File: config.mk
export PLATFORM = sky130hd
export DESIGN_NAME = line_kcpe_conv2d_engine
export DESIGN_NICKNAME = d
export VERILOG_FILES = /design/src/logic/conv_pkg.sv /design/src/logic/conf_if.sv /design/src/logic/conf_regs.sv /design/src/logic/engine_ctrl.sv /design/src/logic/kernel_channel_pe.sv /design/src/logic/line_kcpe_conv2d_engine.sv /design/src/logic/line_window.sv /design/src/logic/psum_reducer.sv /design/src/logic/weight_buffer.sv
export SDC_FILE = /design/constraint.sdc
export NUM_CORES = 2
export LEC_CHECK = 0
export ABC_AREA = 1
export BUFFER_PORTS_ARGS = -buffer_cell sky130_fd_sc_hd__buf_4
export CELL_PAD_IN_SITES_DETAIL_PLACEMENT = 2
export CELL_PAD_IN_SITES_GLOBAL_PLACEMENT = 2
export CORE_ASPECT_RATIO = 0.5
export CORE_MARGIN = 10
export CORE_UTILIZATION = 35
export DETAILED_ROUTE_END_ITERATION = 7
export PLACE_DENSITY_LB_ADDON = 0.1
export SLEW_MARGIN = 30
export SYNTH_ARGS = -nofsm -noshare
export SYNTH_HDL_FRONTEND = slang
export SYNTH_SLANG_ARGS = --single-unit
File: constraint.sdc
create_clock -name clk -period 7.4 [get_ports clk]
set_clock_uncertainty 0.15 [all_clocks]
set_input_delay 1.48 -clock clk [delete_from_list [all_inputs] [get_ports clk]]
set_output_delay 1.48 -clock clk [all_outputs]
set_load 0.005 [all_outputs]
File: src/logic/conv_pkg.sv
`default_nettype none

package conv_pkg;

    ////////////////////
    // Sizes
    localparam int PIX_W   = 8;
    localparam int NUM_CH  = 3;
    localparam int NUM_KN  = 4;
    localparam int NUM_TAP = 3;

    ////////////////////
    // Data types
    // One channel value or one psum
    typedef logic [PIX_W-1:0] pix_t;
    // Channel c in byte c
    typedef logic [NUM_CH*PIX_W-1:0] pixel_t;
    // Kernel k, channel c in byte 3k+c
    typedef logic [NUM_KN*NUM_CH*PIX_W-1:0] weight_word_t;
    // Kernel k in byte k
    typedef logic [NUM_KN*PIX_W-1:0] psum_vec_t;
    typedef logic [7:0] line_pos_t;
    typedef logic [1:0] ksize_t;
    typedef logic [7:0] line_cnt_t;
    typedef logic [1:0] cfg_addr_t;
    typedef logic [15:0] cfg_data_t;

    ////////////////////
    // Register map
    localparam cfg_addr_t CFG_ADDR_CTRL  = 2'd0;
    localparam cfg_addr_t CFG_ADDR_WIDTH = 2'd1;
    localparam cfg_addr_t CFG_ADDR_KSIZE = 2'd2;
    localparam cfg_addr_t CFG_ADDR_LINES = 2'd3;

endpackage

`default_nettype wire

File: src/logic/conf_if.sv
`timescale 1ns/100ps
`default_nettype none

interface conf_if
    import conv_pkg::*;
    ();

    logic      enable;
    line_pos_t line_width;
    ksize_t    ksize;
    line_cnt_t line_count;

    // Register block side
    modport master (
        output enable, line_width, ksize, line_count
    );

    // Datapath and control side
    modport slave (
        input enable, line_width, ksize, line_count
    );

endinterface

`default_nettype wire

File: src/logic/conf_regs.sv
`timescale 1ns/100ps
`default_nettype none

module conf_regs
    import conv_pkg::*;
    (
    input  wire logic      clk,
    input  wire logic      rst,
    input  wire logic      i_cfg_we,
    input  wire cfg_addr_t i_cfg_addr,
    input  wire cfg_data_t i_cfg_wdata,
    conf_if.master         conf
    );

    logic      enable_q;
    line_pos_t width_q;
    ksize_t    ksize_q;
    line_cnt_t lines_q;

    // Only the low bits of each field are kept
    always_ff @(posedge clk) begin
        if (rst) begin
            enable_q <= 1'b0;
            width_q  <= '0;
            ksize_q  <= '0;
            lines_q  <= '0;
        end else if (i_cfg_we) begin
            case (i_cfg_addr)
                CFG_ADDR_CTRL:  enable_q <= i_cfg_wdata[0];
                CFG_ADDR_WIDTH: width_q  <= i_cfg_wdata[7:0];
                CFG_ADDR_KSIZE: ksize_q  <= i_cfg_wdata[1:0];
                CFG_ADDR_LINES: lines_q  <= i_cfg_wdata[7:0];
                default:        enable_q <= enable_q;
            endcase
        end
    end

    assign conf.enable     = enable_q;
    assign conf.line_width = width_q;
    assign conf.ksize      = ksize_q;
    assign conf.line_count = lines_q;

    // Kernel width must be one to three taps
    a_ksize_range: assert property (@(posedge clk) disable iff (rst)
        (i_cfg_we && i_cfg_addr == CFG_ADDR_KSIZE) |-> (i_cfg_wdata inside {[1:3]}))
        else $error("ksize write out of range: %0d", i_cfg_wdata);

endmodule

`default_nettype wire

File: src/logic/engine_ctrl.sv
`timescale 1ns/100ps
`default_nettype none

module engine_ctrl
    import conv_pkg::*;
    (
    input  wire logic clk,
    input  wire logic rst,
    conf_if.slave     conf,
    input  wire logic i_weights_full,
    input  wire logic i_line_last,
    input  wire logic i_psum_end,
    output logic      o_weight_req,
    output logic      o_data_req,
    output logic      o_done
    );

    typedef enum logic [1:0] {
        S_IDLE,
        S_LOAD,
        S_STREAM,
        S_DONE
    } state_t;

    state_t    state;
    line_cnt_t line_cnt;
    logic      final_last;

    always_ff @(posedge clk) begin
        if (rst || !conf.enable) begin
            state    <= S_IDLE;
            line_cnt <= '0;
        end else begin
            case (state)
                S_IDLE:   state <= S_LOAD;
                S_LOAD:   if (i_weights_full) state <= S_STREAM;
                S_STREAM: if (i_psum_end && line_cnt == conf.line_count) state <= S_DONE;
                default:  state <= S_DONE;
            endcase
            if (i_line_last) begin
                line_cnt <= line_cnt + line_cnt_t'(1);
            end
        end
    end

    // Last pixel of line L was taken on the previous edge
    assign final_last = i_line_last && (line_cnt + line_cnt_t'(1) == conf.line_count);

    assign o_weight_req = (state == S_LOAD) && !i_weights_full;
    assign o_data_req   = conf.enable && i_weights_full && (line_cnt < conf.line_count)
                          && (state != S_DONE) && !final_last;
    assign o_done       = (state == S_DONE);

    // A fresh enable must reload weights before any pixel is requested
    a_no_data_in_idle: assert property (@(posedge clk) disable iff (rst)
        (state == S_IDLE) |-> !o_data_req)
        else $error("data request before weight load");

endmodule

`default_nettype wire

File: src/logic/kernel_channel_pe.sv
`timescale 1ns/100ps
`default_nettype none

module kernel_channel_pe
    import conv_pkg::*;
    (
    input  wire logic         clk,
    input  wire logic         rst,
    input  wire pixel_t       i_pixel,
    input  wire weight_word_t i_weight,
    output psum_vec_t         o_psum
    );

    psum_vec_t psum_next;

    // Three channel products per kernel, kept to 8 bits
    always_comb begin
        pix_t acc;
        for (int k = 0; k < NUM_KN; k++) begin
            acc = '0;
            for (int c = 0; c < NUM_CH; c++) begin
                acc = acc + i_pixel[c*PIX_W +: PIX_W]
                          * i_weight[(k*NUM_CH + c)*PIX_W +: PIX_W];
            end
            psum_next[k*PIX_W +: PIX_W] = acc;
        end
    end

    // Free running, validity travels alongside in the reducer
    always_ff @(posedge clk) begin
        if (rst) begin
            o_psum <= '0;
        end else begin
            o_psum <= psum_next;
        end
    end

endmodule

`default_nettype wire

File: src/logic/line_kcpe_conv2d_engine.sv
`timescale 1ns/100ps
`default_nettype none

module line_kcpe_conv2d_engine
    import conv_pkg::*;
    (
    input  wire logic         clk,
    input  wire logic         rst,
    input  wire logic         i_cfg_we,
    input  wire cfg_addr_t    i_cfg_addr,
    input  wire cfg_data_t    i_cfg_wdata,
    input  wire weight_word_t i_weight,
    input  wire logic         i_weight_val,
    output logic              o_weight_req,
    input  wire pixel_t       i_data,
    input  wire logic         i_data_val,
    output logic              o_data_req,
    output pix_t              o_psum_kn0,
    output pix_t              o_psum_kn1,
    output pix_t              o_psum_kn2,
    output pix_t              o_psum_kn3,
    output logic              o_psum_val,
    output logic              o_psum_end,
    output logic              o_done
    );

    weight_word_t tap_weights [NUM_TAP];
    logic         weights_full;
    pixel_t       window [NUM_TAP];
    logic         win_val;
    line_pos_t    pos;
    logic         line_last;
    psum_vec_t    tap_psum [NUM_TAP];
    psum_vec_t    psum;

    conf_if conf ();

    conf_regs u_conf_regs (
        .clk, .rst, .i_cfg_we, .i_cfg_addr, .i_cfg_wdata, .conf(conf)
    );

    weight_buffer u_weight_buffer (
        .clk, .rst, .conf(conf), .i_weight_req(o_weight_req), .i_weight, .i_weight_val,
        .o_tap_weights(tap_weights), .o_weights_full(weights_full)
    );

    line_window u_line_window (
        .clk, .rst, .conf(conf), .i_data, .i_data_val, .i_data_req(o_data_req),
        .o_window(window), .o_win_val(win_val), .o_pos(pos), .o_line_last(line_last)
    );

    ////////////////////
    // One PE per tap
    for (genvar t = 0; t < NUM_TAP; t++) begin : g_pe
        kernel_channel_pe u_pe (
            .clk, .rst, .i_pixel(window[t]), .i_weight(tap_weights[t]), .o_psum(tap_psum[t])
        );
    end

    psum_reducer u_psum_reducer (
        .clk, .rst, .conf(conf), .i_tap_psum(tap_psum), .i_win_val(win_val), .i_pos(pos),
        .i_line_last(line_last), .o_psum(psum), .o_psum_val, .o_psum_end
    );

    engine_ctrl u_engine_ctrl (
        .clk, .rst, .conf(conf), .i_weights_full(weights_full), .i_line_last(line_last),
        .i_psum_end(o_psum_end), .o_weight_req, .o_data_req, .o_done
    );

    // Kernel k in byte k
    assign o_psum_kn0 = psum[0*PIX_W +: PIX_W];
    assign o_psum_kn1 = psum[1*PIX_W +: PIX_W];
    assign o_psum_kn2 = psum[2*PIX_W +: PIX_W];
    assign o_psum_kn3 = psum[3*PIX_W +: PIX_W];

endmodule

`default_nettype wire

File: src/logic/line_window.sv
`timescale 1ns/100ps
`default_nettype none

module line_window
    import conv_pkg::*;
    (
    input  wire logic   clk,
    input  wire logic   rst,
    conf_if.slave       conf,
    input  wire pixel_t i_data,
    input  wire logic   i_data_val,
    input  wire logic   i_data_req,
    output pixel_t      o_window [NUM_TAP],
    output logic        o_win_val,
    output line_pos_t   o_pos,
    output logic        o_line_last
    );

    line_pos_t col;
    logic      accept;
    logic      col_last;

    // Only place where the request gates the input
    assign accept   = i_data_val && i_data_req;
    assign col_last = (col == conf.line_width - line_pos_t'(1));

    // Position of the next pixel within its line
    always_ff @(posedge clk) begin
        if (rst || !conf.enable) begin
            col <= '0;
        end else if (accept) begin
            col <= col_last ? '0 : col + line_pos_t'(1);
        end
    end

    // Slot t holds pixel p-t, not cleared between lines
    always_ff @(posedge clk) begin
        if (rst) begin
            for (int t = 0; t < NUM_TAP; t++) begin
                o_window[t] <= '0;
            end
            o_pos <= '0;
        end else if (accept) begin
            o_window[0] <= i_data;
            for (int t = 1; t < NUM_TAP; t++) begin
                o_window[t] <= o_window[t-1];
            end
            o_pos <= col;
        end
    end

    // Single cycle strobes
    always_ff @(posedge clk) begin
        if (rst) begin
            o_win_val   <= 1'b0;
            o_line_last <= 1'b0;
        end else begin
            o_win_val   <= accept;
            o_line_last <= accept && col_last;
        end
    end

endmodule

`default_nettype wire

File: src/logic/psum_reducer.sv
`timescale 1ns/100ps
`default_nettype none

module psum_reducer
    import conv_pkg::*;
    (
    input  wire logic      clk,
    input  wire logic      rst,
    conf_if.slave          conf,
    input  wire psum_vec_t i_tap_psum [NUM_TAP],
    input  wire logic      i_win_val,
    input  wire line_pos_t i_pos,
    input  wire logic      i_line_last,
    output psum_vec_t      o_psum,
    output logic           o_psum_val,
    output logic           o_psum_end
    );

    logic      val_d;
    logic      last_d;
    line_pos_t pos_d;
    logic      pos_ok;
    psum_vec_t sum_next;

    // Match the PE register stage
    always_ff @(posedge clk) begin
        if (rst) begin
            val_d  <= 1'b0;
            last_d <= 1'b0;
            pos_d  <= '0;
        end else begin
            val_d  <= i_win_val;
            last_d <= i_line_last;
            pos_d  <= i_pos;
        end
    end

    // Taps at or above ksize are dropped
    always_comb begin
        pix_t acc;
        for (int k = 0; k < NUM_KN; k++) begin
            acc = '0;
            for (int t = 0; t < NUM_TAP; t++) begin
                if (t < conf.ksize) begin
                    acc = acc + i_tap_psum[t][k*PIX_W +: PIX_W];
                end
            end
            sum_next[k*PIX_W +: PIX_W] = acc;
        end
    end

    // Window is full once p >= K-1
    assign pos_ok = ({1'b0, pos_d} + 9'd1) >= {7'd0, conf.ksize};

    always_ff @(posedge clk) begin
        if (rst) begin
            o_psum     <= '0;
            o_psum_val <= 1'b0;
            o_psum_end <= 1'b0;
        end else begin
            o_psum     <= sum_next;
            o_psum_val <= val_d && pos_ok;
            o_psum_end <= val_d && pos_ok && last_d;
        end
    end

    // Line end from the window only comes with an accepted pixel
    a_end_has_val: assert property (@(posedge clk) disable iff (rst)
        i_line_last |-> i_win_val)
        else $error("line end without a valid window");

endmodule

`default_nettype wire

File: src/logic/weight_buffer.sv
`timescale 1ns/100ps
`default_nettype none

module weight_buffer
    import conv_pkg::*;
    (
    input  wire logic         clk,
    input  wire logic         rst,
    conf_if.slave             conf,
    input  wire logic         i_weight_req,
    input  wire weight_word_t i_weight,
    input  wire logic         i_weight_val,
    output weight_word_t      o_tap_weights [NUM_TAP],
    output logic              o_weights_full
    );

    logic [1:0] fill_cnt;
    logic       take;

    assign take = i_weight_val && i_weight_req;

    // Words arrive tap 0 first
    always_ff @(posedge clk) begin
        if (rst || !conf.enable) begin
            fill_cnt       <= '0;
            o_weights_full <= 1'b0;
            for (int t = 0; t < NUM_TAP; t++) begin
                o_tap_weights[t] <= '0;
            end
        end else if (take) begin
            o_tap_weights[fill_cnt] <= i_weight;
            fill_cnt                <= fill_cnt + 2'd1;
            if (fill_cnt == 2'(NUM_TAP - 1)) begin
                o_weights_full <= 1'b1;
            end
        end
    end

    ////////////////////
    // Checks
    // Controller must drop the request once all taps are loaded
    a_no_overfill: assert property (@(posedge clk) disable iff (rst)
        take |-> !o_weights_full)
        else $error("weight word accepted while buffer full");

endmodule

`default_nettype wire

==> results_tabular.tex <==
\begin{tabular}{lr}
\hline
Metric & Value \\
\hline
\multicolumn{2}{l}{\textbf{Placement}} \\
\quad Weighted congestion at the end of routability-driven global placement & 0.860 \\
\quad Post-DP Area & 65500 um\^{}2 \\
\quad Number of I/O port buffers & 171 \\
\quad Pre-CTS worst setup slack & approximately 760 ps \\
\quad Post-detailed-placement half-perimeter wirelength & about 210000 um \\
\multicolumn{2}{l}{\textbf{Global route}} \\
\quad Number of antenna violations at the first check in global routing & 29 \\
\quad Global-route wire length before repair & 389000 um \\
\quad Pin count of the biggest net entering global routing & 154 \\
\quad Via count of the first global-routing pass & a little under 60000 \\
\quad Global router's overall resource usage & about a quarter \\
\quad GRT overflow & 0 \\
\multicolumn{2}{l}{\textbf{Pwr}} \\
\quad Logic pwr share & 4.8\% \\
\quad Fraction of power spent switching nets & a little over a quarter \\
\quad Switching pwr & 1.94 mW \\
\quad Pwr per Cell Area & 106 nW/um\^{}2 \\
\quad Leakage power & 36.2 nW \\
\quad IR Drop Worst-Case VDD & 156 uV \\
\quad Part of the total power dissipated in the clock network & 53.7\% \\
\quad Total power & about 7.2 mW \\
\quad Reg power frac & 41.4\% \\
\quad Internal cell power & 5.23 mW \\
\multicolumn{2}{l}{\textbf{Synthesis}} \\
\quad Synthesized instance count & 8685 \\
\quad Area share of and/or/nand/nor cells after synthesis & 22.3\% \\
\quad Ys flop type & sky130\_fd\_sc\_hd\_\_dfxtp\_1 \\
\quad Synth Area in Adders & 34.3\% \\
\quad EDFF count, synth & 0 \\
\quad Most area-hungry cell type in the Yosys netlist & sky130\_fd\_sc\_hd\_\_fa\_1 \\
\quad Post-Synthesis Mean Instance Area & between 7 and 8 um\^{}2 \\
\quad Async set-or-reset flop fraction in the synthesized netlist & 0\% \\
\quad Largest cells by area after synthesis & sky130\_fd\_sc\_hd\_\_fa\_1, sky130\_fd\_sc\_hd\_\_dfxtp\_1, sky130\_fd\_sc\_hd\_\_nand2\_1, sky130\_fd\_sc\_hd\_\_ha\_1, sky130\_fd\_sc\_hd\_\_inv\_1 \\
\quad Sequential area share after synthesis & 17.9\% \\
\quad Compound-Gate Fraction of Synth Area & 5.74\% \\
\quad Number of warnings reported in the yosys synthesis log & 0 \\
\quad Post-Synthesis Cell Area & 61500 um\^{}2 \\
\quad Synthesized-area fraction occupied by xor and xnor cells & 5.00\% \\
\quad Yosys top cell area share & 20.6\% \\
\quad Flip-flop and latch count after synthesis & 550 \\
\quad Dominant combinational cell family by area after synthesis & adder cells \\
\quad Multiplexer fraction of the synthesized cell area & 0\% \\
\quad Post-synth cell types & 36 \\
\quad Nets in the synthesized netlist & 10133 \\
\multicolumn{2}{l}{\textbf{STA}} \\
\quad Transition time at the pin with the least slew margin & 1070 ps \\
\quad FMAX & roughly 0.15 GHz \\
\quad Ratio of final minimum period to clock period & between 80\% and 90\% \\
\quad Clock period minus final worst setup slack & 6650 ps \\
\quad Total setup violations reported at the end of the flow & 0 \\
\quad Summed negative setup slack over all endpoints & 0 ps \\
\quad Max-slew headroom at the worst pin & 28.2\% \\
\quad Crit path setup slack, layout & 746 ps \\
\quad Unrepaired setup endpoints after global routing & false \\
\quad Final-report max-slew violation count & 0 \\
\quad Hold Vio Cnt, Final & 0 \\
\multicolumn{2}{l}{\textbf{Detailed routing}} \\
\quad Routed len/inst & approximately 24 um \\
\quad Iteration-0 DRC count of the detailed router & 3701 \\
\quad Vias per Instance & 5.06 \\
\quad Post-Route WL & $\sim$260000 um \\
\quad Antenna viol nets, final & 0 \\
\quad Drt drc & 0 \\
\quad Detailed-routing iteration count for the pre-antenna-repair pass & 5 \\
\quad Routed vias & between 50000 and 60000 \\
\multicolumn{2}{l}{\textbf{Worst setup path}} \\
\quad Most Frequent Cell on Critical Path & sky130\_fd\_sc\_hd\_\_fa\_1 \\
\quad Startpoint of the most critical register-to-register path & u\_line\_window.o\_window[1] \\
\quad Type of the worst setup path & flip-flop to flip-flop \\
\quad Crit path buffers/inverters & 5 \\
\quad Required time of the worst setup path & 7800 ps \\
\quad Standard cell with the maximum stage delay on the critical path & sky130\_fd\_sc\_hd\_\_dfxtp\_1 \\
\quad Critical path startpoint category & flip-flop \\
\quad CP max stage delay & 770 ps \\
\quad Cell-by-cell listing of the critical path & buf\_4 > nand2\_1 > fa\_1 > fa\_1 > fa\_1 > inv\_1 > fa\_1 > fa\_1 > fa\_1 > inv\_1 > fa\_1 > inv\_1 > ha\_1 > a21oi\_1 > o21bai\_1 > or2\_2 > nand2\_1 > nand2\_1 > nand2\_1 > inv\_1 > nand3\_1 > nand2\_1 > nand2\_1 > a21oi\_1 \\
\quad Crit path capture type & flip-flop \\
\quad Critical Path Fanout Max & 7 \\
\quad Beginning of the critical path & u\_line\_window.o\_window[1] \\
\quad Family with the most delay on the worst path & adder cells \\
\quad Arr. time, crit path & 7050 ps \\
\multicolumn{2}{l}{\textbf{Floorplanning}} \\
\quad Area inside the core boundary & 174000 um\^{}2 \\
\quad Width of the die & around 600 um \\
\quad Height of the die & 316 um \\
\quad Total die area & 194000 um\^{}2 \\
\quad Starting utilization of the core area & 35.3\% \\
\quad Num ports & 180 \\
\quad Row cnt & 108 \\
\multicolumn{2}{l}{\textbf{Run}} \\
\quad Max Cap Violations & 0 \\
\multicolumn{2}{l}{\textbf{Finish}} \\
\quad Number of inserted filler cells in the final layout & 20628 \\
\quad Post-layout nets & 10120 \\
\quad Cell area after layout & 67900 um\^{}2 \\
\quad Multi-input logic area & 41500 um\^{}2 \\
\quad Share of layout cells above drive strength 1 & 5.58\% \\
\quad Synthesis-to-layout area growth & 10.5\% \\
\quad Register area & between 10000 and 15000 um\^{}2 \\
\multicolumn{2}{l}{\textbf{CTS}} \\
\quad Post-CTS Setup Bufs & 0 \\
\quad Register clock-pin slew on the reported worst setup and hold paths & 60 ps \\
\quad \# clock sinks & 550 \\
\quad Skew-Pair Late Insertion Delay & 700 ps \\
\quad Number of cells upsized or downsized after cts & 0 \\
\quad Count of hold-fix buffers inserted at cts & 0 \\
\quad Clock tree from TritonCTS & built \\
\quad Deepest level of the CTS H-tree & 3 \\
\quad Clock root cell & sky130\_fd\_sc\_hd\_\_clkbuf\_16 \\
\quad Clock Path Buffers & 3 \\
\quad TritonCTS buffer count & 67 \\
\multicolumn{2}{l}{\textbf{Min path}} \\
\quad Type of the worst min-delay path & flip-flop to flip-flop \\
\quad Worst Min Path Start & u\_line\_window.o\_win\_val \\
\multicolumn{2}{l}{\textbf{Outcome}} \\
\quad Result of the run & complete, no violations \\
\hline
\end{tabular}
[cell families after synthesis]
kind of cell,Yosys count
and+or+nand+nor,3409
DFF,550
AOI/OAI and AO/OA,684
xor gates and xnor gates,351
adders and majority gates,1305
buffers and inverters,2386
[cell usage in the layout (no fill, tap or decap), types with 11 or more instances in the layout]
cell type / Yosys / layout
sky130_fd_sc_hd__nand2_1: 2617 / 2613
sky130_fd_sc_hd__buf_4: 2 / 309
sky130_fd_sc_hd__dfxtp_1: 550 / 539
sky130_fd_sc_hd__o21ai_0: 119 / 114
sky130_fd_sc_hd__clkbuf_16: 0 / 67
sky130_fd_sc_hd__nand3b_1: 42 / 42
sky130_fd_sc_hd__bufinv_16: 0 / 11
sky130_fd_sc_hd__xnor2_1: 175 / 175
sky130_fd_sc_hd__fa_1: 632 / 632
sky130_fd_sc_hd__nand3_1: 476 / 476
sky130_fd_sc_hd__nor3_1: 11 / 11
sky130_fd_sc_hd__nand4_1: 19 / 19
sky130_fd_sc_hd__a31oi_1: 17 / 17
sky130_fd_sc_hd__nor2_1: 205 / 204
sky130_fd_sc_hd__dfxtp_2: 0 / 11
sky130_fd_sc_hd__a21oi_1: 516 / 516
sky130_fd_sc_hd__or2_2: 22 / 22
sky130_fd_sc_hd__ha_1: 673 / 670
sky130_fd_sc_hd__xor2_1: 176 / 176
sky130_fd_sc_hd__buf_12: 0 / 15
sky130_fd_sc_hd__inv_1: 1974 / 1972
[worst min-delay path, delay by kind of cell, from the launching register on]
kind                   cells  cell delay [ps]
AND/OR/NAND/NOR            1               30
flip-flops                 1              300
buffers and inverters      1               40
[flip-flops by register name (all words and copies together), names as in the netlist, 8 cells and up]
name / cells
u_weight_buffer.o_tap_weights: 288
g_pe.u_pe.o_psum: 96
u_line_window.o_window: 72
u_psum_reducer.o_psum: 32
u_conf_regs.conf.line_count: 8
u_conf_regs.conf.line_width: 8
u_engine_ctrl.line_cnt: 8
u_line_window.col: 8
u_line_window.o_pos: 8
u_psum_reducer.pos_d: 8
[stage by stage]
stage | cells | utilization [%] | hold slack, ps
2_1_floorplan | 8685 | - | 238
3_3_place_gp | 10913 | 37.6 | 240
3_5_place_dp | 10913 | 37.6 | 249
4_1_cts | 11035 | 39.0 | 261
5_1_grt | 11035 | 39.0 | 276
6_report | 11038 | 39.0 | 259
[layout make-up]
type / count / share of cell area, %
clock buffer: 85 / 2.70
inverter: 1976 / 10.9
timing repair buffer: 328 / 3.92
sequential: 550 / 16.2
tap: 2310 / 4.26
clock inverter: 37 / 0.875
multi-input combinational: 5749 / 61.1
antenna: 3 / 0.0111
[final timing paths]
path              cells after the start  slack, ps                      end
hold reg to reg                       2        260     u_psum_reducer.val_d
setup / recovery                     24        750  g_pe[2].u_pe.o_psum[15]
setup reg to reg                     24        750  g_pe[2].u_pe.o_psum[15]
hold / removal                        2        260     u_psum_reducer.val_d
[layer usage]
layer	vias to the layer above	routed length (um)	global-route usage, %
met5	-	63	0
met4	10	6690	6.19
met3	229	14000	3.42
met2	1022	113000	41.5
met1	28779	129000	39.3
li1	25760	-	-
[cells in the mapped netlist (6+ instances only)]
library cell	instances
sky130_fd_sc_hd__nand2_1	2617
sky130_fd_sc_hd__inv_1	1974
sky130_fd_sc_hd__ha_1	673
sky130_fd_sc_hd__fa_1	632
sky130_fd_sc_hd__dfxtp_1	550
sky130_fd_sc_hd__a21oi_1	516
sky130_fd_sc_hd__nand3_1	476
sky130_fd_sc_hd__clkbuf_1	299
sky130_fd_sc_hd__nor2_1	205
sky130_fd_sc_hd__xor2_1	176
sky130_fd_sc_hd__xnor2_1	175
sky130_fd_sc_hd__o21ai_0	119
sky130_fd_sc_hd__buf_1	59
sky130_fd_sc_hd__buf_2	42
sky130_fd_sc_hd__nand3b_1	42
sky130_fd_sc_hd__or2_2	22
sky130_fd_sc_hd__nand4_1	19
sky130_fd_sc_hd__a31oi_1	17
sky130_fd_sc_hd__nor3_1	11
sky130_fd_sc_hd__a21o_1	10
sky130_fd_sc_hd__o21bai_1	7
sky130_fd_sc_hd__a21boi_0	6
sky130_fd_sc_hd__nand2b_1	6
sky130_fd_sc_hd__o211ai_1	6
[power groups by stage]
| stage | Combinational [mW] | Sequential, mW | Clock, mW |
|---|---|---|---|
| detailed placement | 0.335 | 3.04 | 0 |
| floorplan | 0.100 | 3.04 | 0 |
| global route | 0.356 | 2.97 | 4.06 |
| global placement | 0.332 | 3.04 | 0 |
| finish | 0.346 | 2.97 | 3.85 |
| CTS | 0.336 | 2.97 | 3.95 |
(Power assumes the default switching activity.)
